File: src/source/bus_pkg.sv
package bus_pkg;

    // CPU side of the memory bus, as driven by the core
    // Strobes are active low like a real Z80
    typedef struct packed {
        // Memory address of the current machine cycle
        logic [15:0] addr;
        // Write data, valid from T1 of a write cycle
        logic [7:0]  dout;
        // Opcode fetch marker
        logic        m1_n;
        // Memory request
        logic        mreq_n;
        // Read strobe
        logic        rd_n;
        // Write strobe
        logic        wr_n;
    } cpu_bus_t;

    // ROM status from the external memory controller
    typedef struct packed {
        // Address decoder selects the ROM
        logic cs;
        // ROM data on cpu_din is valid
        logic ok;
    } rom_stat_t;

endpackage

File: src/source/isa_pkg.sv
package isa_pkg;

    // Whole opcodes matched through the raw view
    localparam logic [7:0] OPC_NOP    = 8'h00;
    localparam logic [7:0] OPC_LD_A_N = 8'h3E;
    localparam logic [7:0] OPC_LD_A_M = 8'h3A;
    localparam logic [7:0] OPC_LD_M_A = 8'h32;
    localparam logic [7:0] OPC_JP     = 8'hC3;
    localparam logic [7:0] OPC_JP_Z   = 8'hCA;
    localparam logic [7:0] OPC_JP_NZ  = 8'hC2;
    localparam logic [7:0] OPC_HALT   = 8'h76;

    // One opcode byte, seen whole or split into the x/y/z fields
    typedef union packed {
        logic [7:0] raw;
        struct packed {
            logic [1:0] x;
            logic [2:0] y;
            logic [2:0] z;
        } fld;
    } opcode_u;

    // Order follows the y field of the immediate ALU group
    typedef enum logic [2:0] {
        ALU_ADD, ALU_ADC, ALU_SUB, ALU_SBC,
        ALU_AND, ALU_XOR, ALU_OR,  ALU_CP
    } alu_op_e;

    typedef enum logic [2:0] {
        OP_NOP, OP_LD_IMM, OP_ALU_IMM, OP_LD_MEM,
        OP_ST_MEM, OP_JUMP, OP_HALT
    } op_kind_e;

    typedef enum logic [1:0] {
        JC_ALWAYS, JC_Z, JC_NZ
    } jump_cond_e;

    // What the sequencer and datapath need from one opcode
    typedef struct packed {
        op_kind_e   kind;
        alu_op_e    alu;
        jump_cond_e cond;
        // Operand bytes after the opcode, 0 to 2
        logic [1:0] n_opnd;
    } dec_op_t;

    // Only zero and carry are kept
    typedef struct packed {
        logic z;
        logic c;
    } flags_t;

endpackage

File: src/source/alu_execute.sv
`timescale 1ns/1ps

module alu_execute (
    input  isa_pkg::dec_op_t op,
    input  logic [7:0]       acc,
    input  logic [7:0]       operand,
    input  isa_pkg::flags_t  flags,
    output logic [7:0]       result,
    output isa_pkg::flags_t  flags_next,
    output logic             cond_true
);
    import isa_pkg::*;

    // Bit 8 is carry for adds and borrow for subtracts
    logic [8:0] sum;

    always_comb begin
        case (op.alu)
            ALU_ADD: sum = {1'b0, acc} + {1'b0, operand};
            ALU_ADC: sum = {1'b0, acc} + {1'b0, operand} + {8'd0, flags.c};
            ALU_SUB: sum = {1'b0, acc} - {1'b0, operand};
            ALU_SBC: sum = {1'b0, acc} - {1'b0, operand} - {8'd0, flags.c};
            // Logic ops clear carry
            ALU_AND: sum = {1'b0, acc & operand};
            ALU_XOR: sum = {1'b0, acc ^ operand};
            ALU_OR:  sum = {1'b0, acc | operand};
            default: sum = {1'b0, acc} - {1'b0, operand};
        endcase

        // CP only compares, A keeps its value
        result       = (op.alu == ALU_CP) ? acc : sum[7:0];
        flags_next.z = (sum[7:0] == 8'd0);
        flags_next.c = sum[8];
    end

    // Jump test uses Z as left by the last ALU op
    always_comb begin
        case (op.cond)
            JC_ALWAYS: cond_true = 1'b1;
            JC_Z:      cond_true = flags.z;
            JC_NZ:     cond_true = !flags.z;
            default:   cond_true = 1'b0;
        endcase
    end

endmodule

File: src/source/op_decode.sv
`timescale 1ns/1ps

module op_decode (
    input  isa_pkg::opcode_u opcode,
    output isa_pkg::dec_op_t op
);
    import isa_pkg::*;

    always_comb begin
        // Anything not listed runs as a one byte NOP
        op = '{kind: OP_NOP, alu: ALU_ADD, cond: JC_ALWAYS, n_opnd: 2'd0};

        // Immediate ALU group is 11 yyy 110, y picks the operation
        if (opcode.fld.x == 2'd3 && opcode.fld.z == 3'd6) begin
            op.kind   = OP_ALU_IMM;
            op.alu    = alu_op_e'(opcode.fld.y);
            op.n_opnd = 2'd1;
        end else begin
            case (opcode.raw)
                OPC_LD_A_N: begin
                    op.kind   = OP_LD_IMM;
                    op.n_opnd = 2'd1;
                end
                OPC_LD_A_M: begin
                    op.kind   = OP_LD_MEM;
                    op.n_opnd = 2'd2;
                end
                OPC_LD_M_A: begin
                    op.kind   = OP_ST_MEM;
                    op.n_opnd = 2'd2;
                end
                OPC_JP, OPC_JP_Z, OPC_JP_NZ: begin
                    op.kind   = OP_JUMP;
                    op.n_opnd = 2'd2;
                    if (opcode.raw == OPC_JP_Z) begin
                        op.cond = JC_Z;
                    end else if (opcode.raw == OPC_JP_NZ) begin
                        op.cond = JC_NZ;
                    end
                end
                OPC_HALT: op.kind = OP_HALT;
                // Explicit NOP keeps the default
                OPC_NOP:  op.kind = OP_NOP;
                default: ;
            endcase
        end
    end

endmodule

File: src/source/result_writeback.sv
`timescale 1ns/1ps

module result_writeback (
    input  logic             clk,
    input  logic             rst_n,
    input  logic             commit,
    input  isa_pkg::dec_op_t op,
    input  logic [7:0]       result,
    input  logic [7:0]       load_data,
    input  isa_pkg::flags_t  flags_next,
    output logic [7:0]       acc,
    output isa_pkg::flags_t  flags
);
    import isa_pkg::*;

    always_ff @(posedge clk) begin
        if (!rst_n) begin
            acc   <= 8'd0;
            flags <= '0;
        end else if (commit) begin
            case (op.kind)
                // Flags only move on ALU ops
                OP_ALU_IMM: begin
                    acc   <= result;
                    flags <= flags_next;
                end
                OP_LD_IMM, OP_LD_MEM: acc <= load_data;
                default: ;
            endcase
        end
    end

endmodule

File: src/source/z80_lite.sv
`timescale 1ns/1ps

module z80_lite #(
    parameter logic [15:0] RESET_PC = 16'h0000
) (
    input  logic              clk,
    input  logic              rst_n,
    input  logic              cen,
    input  logic              wait_n,
    input  logic [7:0]        din,
    output bus_pkg::cpu_bus_t bus,
    output logic              halt_n
);
    import isa_pkg::*;

    // Machine cycle kinds
    typedef enum logic [2:0] {
        MC_FETCH, MC_OPND1, MC_OPND2, MC_MEMRD, MC_MEMWR
    } mcycle_e;

    // T-states, idle after reset and once halted
    typedef enum logic [1:0] {
        TS_IDLE, TS_T1, TS_T2, TS_T3
    } tstate_e;

    logic        rst_sync;
    mcycle_e     mc;
    mcycle_e     next_mc;
    tstate_e     ts;
    logic        halted;
    logic [15:0] pc;
    opcode_u     opcode;
    logic [7:0]  opnd_lo;
    logic [7:0]  opnd_hi;
    logic [7:0]  rd_data;
    dec_op_t     dec;
    logic [7:0]  acc;
    logic [7:0]  alu_result;
    logic [7:0]  load_data;
    flags_t      flags;
    flags_t      flags_next;
    logic        cond_true;
    logic        rd_cyc;
    logic        wr_cyc;
    logic        in_t12;
    logic        last_cyc;
    logic        commit;

    // Reset release waits for a cen so the core starts on a clean step
    always_ff @(posedge clk) begin
        if (!rst_n) begin
            rst_sync <= 1'b0;
        end else if (cen) begin
            rst_sync <= 1'b1;
        end
    end

    // Next machine cycle, only looked at in T3
    always_comb begin
        next_mc  = MC_FETCH;
        last_cyc = 1'b1;
        case (mc)
            MC_FETCH: begin
                if (dec.n_opnd != 2'd0) begin
                    next_mc  = MC_OPND1;
                    last_cyc = 1'b0;
                end
            end
            MC_OPND1: begin
                if (dec.n_opnd == 2'd2) begin
                    next_mc  = MC_OPND2;
                    last_cyc = 1'b0;
                end
            end
            MC_OPND2: begin
                // nn is complete, loads and stores need one more cycle
                if (dec.kind == OP_LD_MEM) begin
                    next_mc  = MC_MEMRD;
                    last_cyc = 1'b0;
                end else if (dec.kind == OP_ST_MEM) begin
                    next_mc  = MC_MEMWR;
                    last_cyc = 1'b0;
                end
            end
            default: ;
        endcase
    end

    assign commit = cen && (ts == TS_T3) && last_cyc;

    // Bus cycle sequencer and PC
    always_ff @(posedge clk) begin
        if (!rst_sync) begin
            ts     <= TS_IDLE;
            mc     <= MC_FETCH;
            halted <= 1'b0;
            pc     <= RESET_PC;
        end else if (cen) begin
            case (ts)
                TS_IDLE: if (!halted) ts <= TS_T1;
                TS_T1:   ts <= TS_T2;
                TS_T2: begin
                    // Wait states repeat T2 with everything held
                    if (wait_n) begin
                        ts <= TS_T3;
                        if (mc == MC_FETCH || mc == MC_OPND1 || mc == MC_OPND2) begin
                            pc <= pc + 16'd1;
                        end
                    end
                end
                default: begin
                    mc <= next_mc;
                    ts <= TS_T1;
                    if (last_cyc && dec.kind == OP_HALT) begin
                        halted <= 1'b1;
                        ts     <= TS_IDLE;
                    end
                    if (last_cyc && dec.kind == OP_JUMP && cond_true) begin
                        pc <= {opnd_hi, opnd_lo};
                    end
                end
            endcase
        end
    end

    // Read data lands on the step leaving T2
    always_ff @(posedge clk) begin
        if (cen && ts == TS_T2 && wait_n) begin
            case (mc)
                MC_FETCH: opcode.raw <= din;
                MC_OPND1: opnd_lo    <= din;
                MC_OPND2: opnd_hi    <= din;
                MC_MEMRD: rd_data    <= din;
                default: ;
            endcase
        end
    end

    assign rd_cyc = (mc != MC_MEMWR);
    assign wr_cyc = (mc == MC_MEMWR);
    assign in_t12 = (ts == TS_T1) || (ts == TS_T2);

    // Reads strobe in T1 and T2, writes in T2 only
    always_comb begin
        bus.addr   = (mc == MC_MEMRD || mc == MC_MEMWR) ? {opnd_hi, opnd_lo} : pc;
        bus.dout   = acc;
        bus.m1_n   = !(mc == MC_FETCH && in_t12);
        bus.mreq_n = !(rd_cyc ? in_t12 : (ts == TS_T2));
        bus.rd_n   = !(rd_cyc && in_t12);
        bus.wr_n   = !(wr_cyc && ts == TS_T2);
    end

    assign halt_n    = !halted;
    // LD A,n takes the first operand, LD A,(nn) the memory byte
    assign load_data = (dec.kind == OP_LD_MEM) ? rd_data : opnd_lo;

    op_decode u_dec (
        .opcode ( opcode ),
        .op     ( dec    )
    );

    alu_execute u_alu (
        .op         ( dec        ),
        .acc        ( acc        ),
        .operand    ( opnd_lo    ),
        .flags      ( flags      ),
        .result     ( alu_result ),
        .flags_next ( flags_next ),
        .cond_true  ( cond_true  )
    );

    result_writeback u_wb (
        .clk        ( clk        ),
        .rst_n      ( rst_sync   ),
        .commit     ( commit     ),
        .op         ( dec        ),
        .result     ( alu_result ),
        .load_data  ( load_data  ),
        .flags_next ( flags_next ),
        .acc        ( acc        ),
        .flags      ( flags      )
    );

endmodule

File: config.mk
export PLATFORM = sky130hd
export DESIGN_NAME = z80_lite
export DESIGN_NICKNAME = d
export VERILOG_FILES = /design/src/source/bus_pkg.sv /design/src/source/isa_pkg.sv /design/src/source/alu_execute.sv /design/src/source/op_decode.sv /design/src/source/result_writeback.sv /design/src/source/z80_lite.sv
export SDC_FILE = /design/constraint.sdc
export NUM_CORES = 1
export LEC_CHECK = 0
export BUFFER_PORTS_ARGS = -buffer_cell sky130_fd_sc_hd__buf_2
export CORE_MARGIN = 2
export CORE_UTILIZATION = 62
export DETAILED_ROUTE_END_ITERATION = 16
export GPL_TIMING_DRIVEN = 1
export PLACE_DENSITY = 0.85
export SYNTH_ARGS = -nofsm -noshare
export SYNTH_HDL_FRONTEND = slang
export SYNTH_SLANG_ARGS = --single-unit
File: constraint.sdc
create_clock -name clk -period 3.65 [get_ports clk]
set_clock_uncertainty 0.05 [all_clocks]
set_input_delay 0 -clock clk [delete_from_list [all_inputs] [get_ports clk]]
set_output_delay 0 -clock clk [all_outputs]
set_load 0.02 [all_outputs]
Word-level counts from Yosys, hierarchy flattened --
Cells that the tools add are included.
Storage, ports and cells: bits in registers 65, bits of input ports 12, output and inout port bits 29, logic and storage cells 136
Cells by class: add/subtract/negate cells 5, equality and inequality tests 36, mux-type cells 34, bitwise operators 5, reductions and logical operators 44
Operators with widths (number):
- 16-bit two-way mux | 4
- 9-bit one-hot mux with 6 select lines | 1
- 16-bit one-hot mux with 2 select lines | 1
- 3-bit == test, second input constant | 9
- 8-bit by 6-bit == test with 1-bit output, second input constant | 3
- 8-bit == test, second input constant | 3
- 16-bit by 1-bit adder with 16-bit output, second input constant | 1
- 2-bit two-way mux | 8
- 8-bit two-way mux | 2
- 8-bit one-hot mux with 2 select lines | 1
- 3-bit by 2-bit == test with 1-bit output, second input constant | 5
- 3-bit one-hot mux with 5 select lines | 1
- 3-bit two-way mux | 4
- 2-bit AND reduction | 6
- 1-bit logical AND | 11
- 2-bit == test, second input constant | 5
- 8-bit by 8-bit adder with 9-bit output | 1
- 9-bit by 1-bit adder with 9-bit output | 1
- 3-bit by 1-bit == test with 1-bit output, second input constant | 3
- 3-bit one-hot mux with 3 select lines | 1
- 3-bit AND reduction | 3
- 8-bit by 8-bit subtractor with 9-bit output | 1
- 9-bit by 1-bit subtractor with 9-bit output | 1
- 8-bit AND | 1
- 21 further kinds | 47

Longest topological paths before layout --
Gate-level depths: netlist of run 1.
word-level depth 12, mapped depth 13, gate-level depth less buffers 12

Cells and area by module --
Synthesis of run 1 repeated with hierarchy kept, for this count alone.
Second synthesis, totals: cell total of the unflattened synthesis 613, area total of the unflattened synthesis 5386.4 µm²
Modules (own cells, without submodules):
- z80_lite | instances 1, cells each 274, area each 2811.4 µm²
- alu_execute | instances 1, cells each 264, area each 1844.3 µm²
- result_writeback | instances 1, cells each 47, area each 510.5 µm²
- op_decode | instances 1, cells each 28, area each 220.2 µm²

Worst setup path after synthesis of run 1 --
No wires, ideal clock.
kind flip-flop to flip-flop, from register opnd_lo[0], to register u_wb.acc[7], setup time 0.116 ns, arrival 2.882 ns, data required time 3.484 ns, slack 0.602 ns, stages on the path, launching flop included 12, cells stage by stage edfxtp_1 -> ha_1 -> fa_1 -> a211o_2 -> a21oi_1 -> nor4_2 -> and4_1 -> or3_1 -> a31oi_1 -> and3_1 -> a221oi_1 -> a41o_1
Between the ends: longest elaborated chain between the ends 5, elaborated cells on any way between the ends 7
RTL lines:
- start: declaration | RTL line z80_lite.sv:33 | logic [7:0] opnd_lo;
- start signal: assignment | RTL line z80_lite.sv:131 | MC_OPND1: opnd_lo <= din;
- 8-bit by 8-bit subtractor with 9-bit output / 8-bit by 8-bit adder with 9-bit output (equally long branches)
- 9-bit by 1-bit subtractor with 9-bit output / 9-bit by 1-bit adder with 9-bit output (equally long branches) | RTL line alu_execute.sv:22, alu_execute.sv:20
- 9-bit one-hot mux with 6 select lines * | RTL line alu_execute.sv:18 | case (op.alu)
- 8-bit two-way mux * | RTL line alu_execute.sv:31 | result = (op.alu == ALU_CP) ? acc : sum[7:0];
- 8-bit one-hot mux with 2 select lines * | RTL line result_writeback.sv:21 | case (op.kind)
- end signal: assignment | RTL line result_writeback.sv:24 | acc <= result;
- end signal: assignment | RTL line result_writeback.sv:27 | OP_LD_IMM, OP_LD_MEM: acc <= load_data;
- end: declaration | RTL line result_writeback.sv:11 | output logic [7:0] acc,
Mark *: on every way between the ends. The rest lies on a longest branch, timed or not. The select of a mux whose other input is x is not followed. A chain may end at the register's enable or synchronous reset.

Worst setup path in the final report of run 1 --
from register opnd_lo[1], to register u_wb.acc[6]
Same word-level chain as after synthesis.

==> reports/summary.txt, run 1 <==
STATUS
--------------------------------------------------------------------------------------------------------
Status .................................................................................... finished clean

ROUTING
--------------------------------------------------------------------------------------------------------
Number of search-and-repair iterations in the first detailed-routing pass .................            6
Number of nets with antenna violations after detailed routing .............................            0
Drt via density ...........................................................................         6.71
Post-detailed-route DRC marker count ......................................................            0
Violation count after the first detailed-routing iteration ................................          542
Total wire length after detailed routing ..................................................     16000 um
Total number of vias ......................................................................         5324
Final routed wire length divided by cell count ............................................      20.2 um

TIMING
--------------------------------------------------------------------------------------------------------
Sum of negative setup slack ...............................................................         0 ns
Worst relative slew slack .................................................................        0.287
Final number of max-transition violations .................................................            0
Fmax ......................................................................................    0.296 GHz
Setup violation total in the final timing report ..........................................            0
Unrepaired setup endpoints after global routing ...........................................        false
Worst slew pin tran .......................................................................      1.06 ns
Final hold slack ..........................................................................     0.106 ns
Number of hold violations in the final report .............................................            0
Final period demand of the worst path .....................................................      3.38 ns
Share of the cycle needed by the critical path after routing ..............................        0.926

PWR
--------------------------------------------------------------------------------------------------------
Leakage ...................................................................................      2.27 nW
PD cells ..................................................................................   242 mW/mm2
VDD IR-drop max ...........................................................................     0.302 mV
Pwr Total .................................................................................      1.42 mW

GLOBAL ROUTING
--------------------------------------------------------------------------------------------------------
Number of antenna violations at the first check in global routing .........................            0
GRT Resource Usage Total ..................................................................        0.339
Global-route wire length before repair ....................................................     25800 um
Largest net degree at the start of global routing .........................................           43
Total congestion overflow after global routing ............................................            0
Number of global-route vias before repair .................................................         5165

CLOCK NETWORK
--------------------------------------------------------------------------------------------------------
Clock latency on the worst-skew pair ......................................................      0.35 ns
Post-CTS resize count .....................................................................            0
Hold buffer count at CTS ..................................................................           10
Clock buffer count from CTS ...............................................................            9
H-tree Lvls ...............................................................................            3
Post-CTS clock slew at the launch and capture registers of the worst setup and hold paths .      0.09 ns
Sinks on the clock net ....................................................................           65
Clock tree from TritonCTS .................................................................          yes
Post-CTS Setup Bufs .......................................................................            0
Max clock buf depth .......................................................................            2
Clock root buffer ......................................................................... sky130_fd_sc_hd__clkbuf_8

RUN
--------------------------------------------------------------------------------------------------------
Number of maximum-capacitance violations ..................................................            0

SYNTH
--------------------------------------------------------------------------------------------------------
Biggest area contributors in the synthesized netlist ...................................... sky130_fd_sc_hd__edfxtp_1 18%, sky130_fd_sc_hd__dfxtp_1 12%, sky130_fd_sc_hd__ha_1 7.7%
Mapped Nets ...............................................................................          691
Share of the yosys chip area belonging to registers .......................................        0.304
Post-synthesis async set-or-reset flop share ..............................................            0
Primary flip-flop cell chosen by synthesis mapping ........................................ sky130_fd_sc_hd__dfxtp_1
Most frequent cell after synthesis ........................................................ sky130_fd_sc_hd__o21ai_0
Synth Instances ...........................................................................          644
Proportion of netlist area held by the largest area contributor ...........................        0.180
Count of cell types in the netlist ........................................................           75
Post-Synthesis Mean Instance Area .........................................................     8.30 um2
Area of the mapped netlist ................................................................  0.00534 mm2
Cell type contributing the most total cell area after synthesis ........................... sky130_fd_sc_hd__edfxtp_1
Total number of yosys warnings ............................................................            0
Top cells by count, synth ................................................................. 57 x sky130_fd_sc_hd__o21ai_0, 55 x sky130_fd_sc_hd__nand2_1, 52 x sky130_fd_sc_hd__nor2_1
Synthesized flop and latch total ..........................................................           65
Post-synth EDFFs ..........................................................................           32

FLOORPLANNING
--------------------------------------------------------------------------------------------------------
Core footprint ............................................................................  0.00830 mm2
Initial Utilization .......................................................................        0.644
Die Span Y ................................................................................      96.8 um
Die Footprint .............................................................................  0.00938 mm2
Die Wd ....................................................................................      96.8 um
Number of standard-cell rows in the floorplan .............................................           33
Io pins ...................................................................................           41

LAYOUT
--------------------------------------------------------------------------------------------------------
Sequential standard cell area .............................................................  0.00162 mm2
Non-filler instance count after layout ....................................................          793
Antenna diode count .......................................................................            0
Cell area after layout ....................................................................  0.00587 mm2
Total Nets Final ..........................................................................          730
Area of the multi-input gates .............................................................  0.00339 mm2
P&R area growth vs syn ....................................................................        9.93%
Fraction of layout cells with a size suffix above 1 .......................................        0.157
Filler Cell Count .........................................................................          623

PLACED DESIGN
--------------------------------------------------------------------------------------------------------
Hpwl dp ...................................................................................     11600 um
Total of buffers placed on input and output ports .........................................           40
Number of placed instances with taps included .............................................          767
Placed Area ...............................................................................  0.00559 mm2
Routability-driven placement congestion ratio .............................................         1.03

SETUP PATH
--------------------------------------------------------------------------------------------------------
Startpoint Class ..........................................................................         flop
Maximum fanout encountered on the critical timing path ....................................            6
Crit path capture type ....................................................................         flop
Critical path data arrival time ...........................................................      3.56 ns
Worst-case reg-to-reg path depth ..........................................................           11
Internal reg-to-reg setup slack ...........................................................      0.27 ns
Kind of critical path ..................................................................... flop to flop
Required time of the worst setup path .....................................................      3.83 ns

HOLD PATH
--------------------------------------------------------------------------------------------------------
Path type of the worst min-delay path ..................................................... primary input to flop
Number of stages on the worst hold path ...................................................            4

[per-layer routing]
layer / track usage / wire, um / vias to the layer above
met5: 0 / 0 / -
met4: 0.138 / 659 / 0
met3: 0.0571 / 1330 / 65
met2: 0.573 / 7710 / 333
met1: 0.430 / 6330 / 2516
li1: - / - / 2410
[final cells by class]
class	instances	area share
multi-input combinational	506	0.578
sequential	65	0.276
timing repair buffer	65	0.0703
inverter	36	0.0230
tap	105	0.0224
clock buffer	9	0.0211
clock inverter	7	0.00937
[per-stage QoR]
| stage | utilization | setup WS (ns) |
|---|---|---|
| 6_report | 0.708 | 0.271 |
| 5_1_grt | 0.708 | 0.0437 |
| 4_1_cts | 0.708 | 0.322 |
| 3_5_place_dp | 0.674 | 0.348 |
| 3_3_place_gp | 0.674 | 0.434 |
| 2_1_floorplan | - | 0.602 |
[cells by family (layout without fill, tap and decap cells)]
family | after synthesis | in the layout | synth area share
AND/OR/NAND/NOR | 249 | 249 | 0.246
AO/OA/AOI/OAI | 182 | 182 | 0.227
buffers and inverters | 73 | 117 | 0.0614
flip-flops | 65 | 65 | 0.304
adder cells (fa/ha/maj) | 35 | 35 | 0.0848
multiplexers | 29 | 29 | 0.0585
XOR/XNOR | 11 | 11 | 0.0194
[sequential cells by signal, indices dropped and copies added, names as in the netlist]
name / flops
opcode: 8
opnd_hi: 8
halted: 1
u_wb.flags: 2
opnd_lo: 8
u_wb.acc: 8
rst_sync: 1
rd_data: 8
ts: 2
mc: 3
pc: 16
[placed cells by master, fill, tap and decap left out, types with 15 or more instances in the layout]
cell / synthesis / routed
sky130_fd_sc_hd__a21boi_0: 18 / 18
sky130_fd_sc_hd__a21oi_1: 23 / 23
sky130_fd_sc_hd__buf_2: 7 / 40
sky130_fd_sc_hd__buf_4: 6 / 15
sky130_fd_sc_hd__dfxtp_1: 33 / 33
sky130_fd_sc_hd__edfxtp_1: 32 / 32
sky130_fd_sc_hd__ha_1: 33 / 33
sky130_fd_sc_hd__inv_1: 36 / 36
sky130_fd_sc_hd__mux2_2: 18 / 18
sky130_fd_sc_hd__nand2_1: 55 / 55
sky130_fd_sc_hd__nand3_1: 25 / 25
sky130_fd_sc_hd__nor2_1: 52 / 52
sky130_fd_sc_hd__nor2b_1: 25 / 25
sky130_fd_sc_hd__o21ai_0: 57 / 57
[final timing paths]
kind              start          end
min reg2reg      pc[15]       pc[15]
min                 cen        ts[1]
max reg2reg  opnd_lo[1]  u_wb.acc[6]
max          opnd_lo[1]  u_wb.acc[6]
[power breakdown]
part           internal, mW  total [mW]  switching (mW)  leakage, nW
registers             0.766       0.772         0.00642        0.554
clock network         0.254       0.581           0.328       0.0915
logic                0.0304      0.0708          0.0405         1.63
total                  1.05        1.42           0.375         2.27
[worst max-delay path, stage by stage, from the launching register on]
cell and delay (ns):
sky130_fd_sc_hd__edfxtp_1 0.54, sky130_fd_sc_hd__inv_1 0.17, sky130_fd_sc_hd__ha_1 0.35, sky130_fd_sc_hd__or2_2 0.33, sky130_fd_sc_hd__a2111oi_2 0.36, sky130_fd_sc_hd__a311oi_2 0.15, sky130_fd_sc_hd__or4_1 0.58, sky130_fd_sc_hd__o21ai_1 0.13
sky130_fd_sc_hd__nand4_1 0.08, sky130_fd_sc_hd__and3_1 0.22, sky130_fd_sc_hd__o21ai_0 0.21, sky130_fd_sc_hd__o22ai_1 0.09
(Power assumes the default switching activity.)
==> inputs of run 2 (changes only) <==
clock period = 3.8 ns   (was 3.65 ns; I/O delays follow)
==> run 2 against run 1 <==
Compared with the run above:
- cell area up 0.38%
- highest routed layer unchanged
- critical endpoint is now u_wb.flags[1]
- setup slack better by 0.038 ns
- sequential share of layout area fell by 0.11 points
- register-to-register slack better by 0.04 ns
- final cell count down 0.38%
- clock power up 20%
- wire length grew 0.16%
- count of clock-buffer cells in the layout is the same
==> reports/summary.txt, run 2 (synthesis gave the netlist of run 1 again) <==
GLOBAL ROUTING
--------------------------------------------------------------------------------------------------------
Largest net degree at the start of global routing .........................................           43   unchanged
Global-route wire length before repair ....................................................     25700 um   was 25800 um
Total congestion overflow after global routing ............................................            0   unchanged
Number of global-route vias before repair .................................................         5082   was 5165
Number of antenna violations at the first check in global routing .........................            0   unchanged
GRT Resource Usage Total ..................................................................        0.341   was 0.339

TIMING
--------------------------------------------------------------------------------------------------------
Sum of negative setup slack ...............................................................         0 ns   unchanged
Share of the cycle needed by the critical path after routing ..............................        0.919   was 0.926
Fmax ......................................................................................    0.286 GHz   was 0.296 GHz
Number of hold violations in the final report .............................................            0   unchanged
Worst slew pin tran .......................................................................      1.06 ns   about the same
Final hold slack ..........................................................................    0.0884 ns   was 0.106 ns
Setup violation total in the final timing report ..........................................            0   unchanged
Final period demand of the worst path .....................................................      3.49 ns   was 3.38 ns
Worst relative slew slack .................................................................        0.289   was 0.287
Unrepaired setup endpoints after global routing ...........................................        false   unchanged
Final number of max-transition violations .................................................            0   unchanged

LAYOUT
--------------------------------------------------------------------------------------------------------
Most common cell after layout, fill and taps aside ........................................ sky130_fd_sc_hd__o21ai_0   unchanged
Max reg flops .............................................................................           16   unchanged
Filler Cell Count .........................................................................          640   was 623
Fraction of layout cells with a size suffix above 1 .......................................        0.153   was 0.157
Total Nets Final ..........................................................................          727   was 730
Most frequent cells in the layout ......................................................... 57 x sky130_fd_sc_hd__o21ai_0, 55 x sky130_fd_sc_hd__nand2_1, 52 x sky130_fd_sc_hd__nor2_1   unchanged
Non-filler instance count after layout ....................................................          790   was 793
Sequential standard cell area .............................................................  0.00162 mm2   unchanged
Largest register by flop count ............................................................           pc   unchanged
Cell area after layout ....................................................................  0.00590 mm2   was 0.00587 mm2
Area of the multi-input gates .............................................................  0.00339 mm2   unchanged
Antenna diode count .......................................................................            0   unchanged
P&R area growth vs syn ....................................................................        10.4%   was 9.93%

SETUP PATH
--------------------------------------------------------------------------------------------------------
Worst-case reg-to-reg path depth ..........................................................           11   unchanged
Kind of critical path ..................................................................... flop to flop   unchanged
Cell chain of the critical path ........................................................... ha_1, fa_1, a211oi_1, nor2_1, o311ai_2, and4_1, o21ai_0, a31oi_1, and3_1, a221oi_1, o31ai_1   was inv_1, ha_1, or2_2, a2111oi_2, a311oi_2, or4_1, o21ai_1, nand4_1, and3_1, o21ai_0, o22ai_1
Category of cells accounting for the largest share of critical-path delay ................. compound AO/OA/AOI/OAI gates   was simple AND/OR/NAND/NOR gates
Internal reg-to-reg setup slack ...........................................................      0.31 ns   was 0.27 ns
Largest incremental delay on the critical path ............................................      0.51 ns   was 0.58 ns
Crit path capture type ....................................................................         flop   unchanged
Slowest CP cell ........................................................................... sky130_fd_sc_hd__fa_1   was sky130_fd_sc_hd__or4_1
Startpoint Class ..........................................................................         flop   unchanged
Maximum fanout encountered on the critical timing path ....................................            5   was 6
Buf/Inv on CP .............................................................................            0   was 1
Worst setup endpoint ...................................................................... u_wb.flags[1]   was u_wb.acc[6]
Critical path data arrival time ...........................................................      3.71 ns   was 3.56 ns
Levels on crit path .......................................................................           11   unchanged
Required time of the worst setup path .....................................................      4.02 ns   was 3.83 ns
Crit path from ............................................................................   opnd_lo[0]   was opnd_lo[1]
R2R Path End .............................................................................. u_wb.flags[1]   was u_wb.acc[6]
Startpoint of the lowest-slack register-to-register path ..................................   opnd_lo[0]   was opnd_lo[1]

ROUTING
--------------------------------------------------------------------------------------------------------
Post-detailed-route DRC marker count ......................................................            0   unchanged
Drt via density ...........................................................................         6.70   was 6.71
Number of search-and-repair iterations in the first detailed-routing pass .................            5   was 6
Total number of vias ......................................................................         5290   was 5324
Total wire length after detailed routing ..................................................     16100 um   was 16000 um
Number of nets with antenna violations after detailed routing .............................            0   unchanged
Final routed wire length divided by cell count ............................................      20.3 um   was 20.2 um
Violation count after the first detailed-routing iteration ................................          616   was 542

CLOCK NETWORK
--------------------------------------------------------------------------------------------------------
Clock latency on the worst-skew pair ......................................................      0.36 ns   was 0.35 ns
Hold buffer count at CTS ..................................................................           10   unchanged
Clock root buffer ......................................................................... sky130_fd_sc_hd__clkbuf_8   unchanged
Clock tree from TritonCTS .................................................................          yes   unchanged
H-tree Lvls ...............................................................................            3   unchanged
Post-CTS Setup Bufs .......................................................................            0   unchanged
Post-CTS resize count .....................................................................            0   unchanged
Max clock buf depth .......................................................................            2   unchanged
Sinks on the clock net ....................................................................           65   unchanged
Clock buffer count from CTS ...............................................................            9   unchanged
Post-CTS clock slew at the launch and capture registers of the worst setup and hold paths .      0.09 ns   about the same

FLOORPLANNING
--------------------------------------------------------------------------------------------------------
Die Wd ....................................................................................      96.8 um   unchanged
Initial Utilization .......................................................................        0.644   unchanged
Die Footprint .............................................................................  0.00938 mm2   unchanged
Die Span Y ................................................................................      96.8 um   unchanged
Io pins ...................................................................................           41   unchanged
Core footprint ............................................................................  0.00830 mm2   unchanged
Number of standard-cell rows in the floorplan .............................................           33   unchanged

HOLD PATH
--------------------------------------------------------------------------------------------------------
Path type of the worst min-delay path ..................................................... primary input to flop   unchanged
Source of the worst hold timing path ......................................................          cen   unchanged

PLACED DESIGN
--------------------------------------------------------------------------------------------------------
Number of placed instances with taps included .............................................          764   was 767
Hpwl dp ...................................................................................     11700 um   was 11600 um
Total of buffers placed on input and output ports .........................................           40   unchanged
Placed Area ...............................................................................  0.00557 mm2   was 0.00559 mm2
Routability-driven placement congestion ratio .............................................        0.971   was 1.03

RUN
--------------------------------------------------------------------------------------------------------
Number of maximum-capacitance violations ..................................................            0   unchanged

PWR
--------------------------------------------------------------------------------------------------------
PD cells ..................................................................................   255 mW/mm2   was 242 mW/mm2
VDD IR-drop max ...........................................................................     0.379 mV   was 0.302 mV
Leakage ...................................................................................      2.28 nW   was 2.27 nW

STATUS
--------------------------------------------------------------------------------------------------------
Status .................................................................................... finished clean   unchanged

run 2: tightest hold or removal path, stage by stage:
cell and delay (ns):
sky130_fd_sc_hd__buf_2 0.15, sky130_fd_sc_hd__nand3_1 0.13, sky130_fd_sc_hd__a21oi_1 0.08, sky130_fd_sc_hd__nor2b_1 0.09
run 2: worst min-delay path by stage:
stage / cells past startpoint / slack [ns] / endpoint
final: 4 / 0.09 / ts[0]
after global routing: 4 / 0.13 / ts[0]
after CTS: 4 / 0.07 / ts[0]
after detailed placement: 2 / 0.16 / rst_sync
after global placement: 2 / 0.16 / rst_sync
after floorplan: 0 / 0.05 / opcode[0]
run 2: layer usage:
layer  vias to the layer above  global-route usage  routed length (um)
met3                        74              0.0636                1460
met4                         0               0.168                 687
met2                       313               0.569                7750
li1                       2404                   -                   -
met5                         -                   0                   0
met1                      2499               0.423                6160
run 2: per-stage QoR:
stage | power [mW] | util | worst slack (ns)
after floorplan | 0.791 | - | 0.752
after global placement | 0.812 | 0.671 | 0.428
after detailed placement | 0.815 | 0.671 | 0.367
after CTS | 1.51 | 0.710 | 0.372
after global routing | 1.54 | 0.710 | 0.118
final | 1.50 | 0.710 | 0.309
run 2: final cells by class:
cell class / count / area share
sequential: 65 / 0.275
tap: 105 / 0.0223
inverter: 36 / 0.0229
clock buffer: 9 / 0.0210
multi-input combinational: 506 / 0.576
clock inverter: 7 / 0.0170
timing repair buffer: 62 / 0.0662
run 2: power by group:
group	internal (mW)	switching [mW]	leakage [nW]
logic	0.0291	0.0376	1.61
registers	0.736	0.00560	0.554
clock network	0.376	0.320	0.115
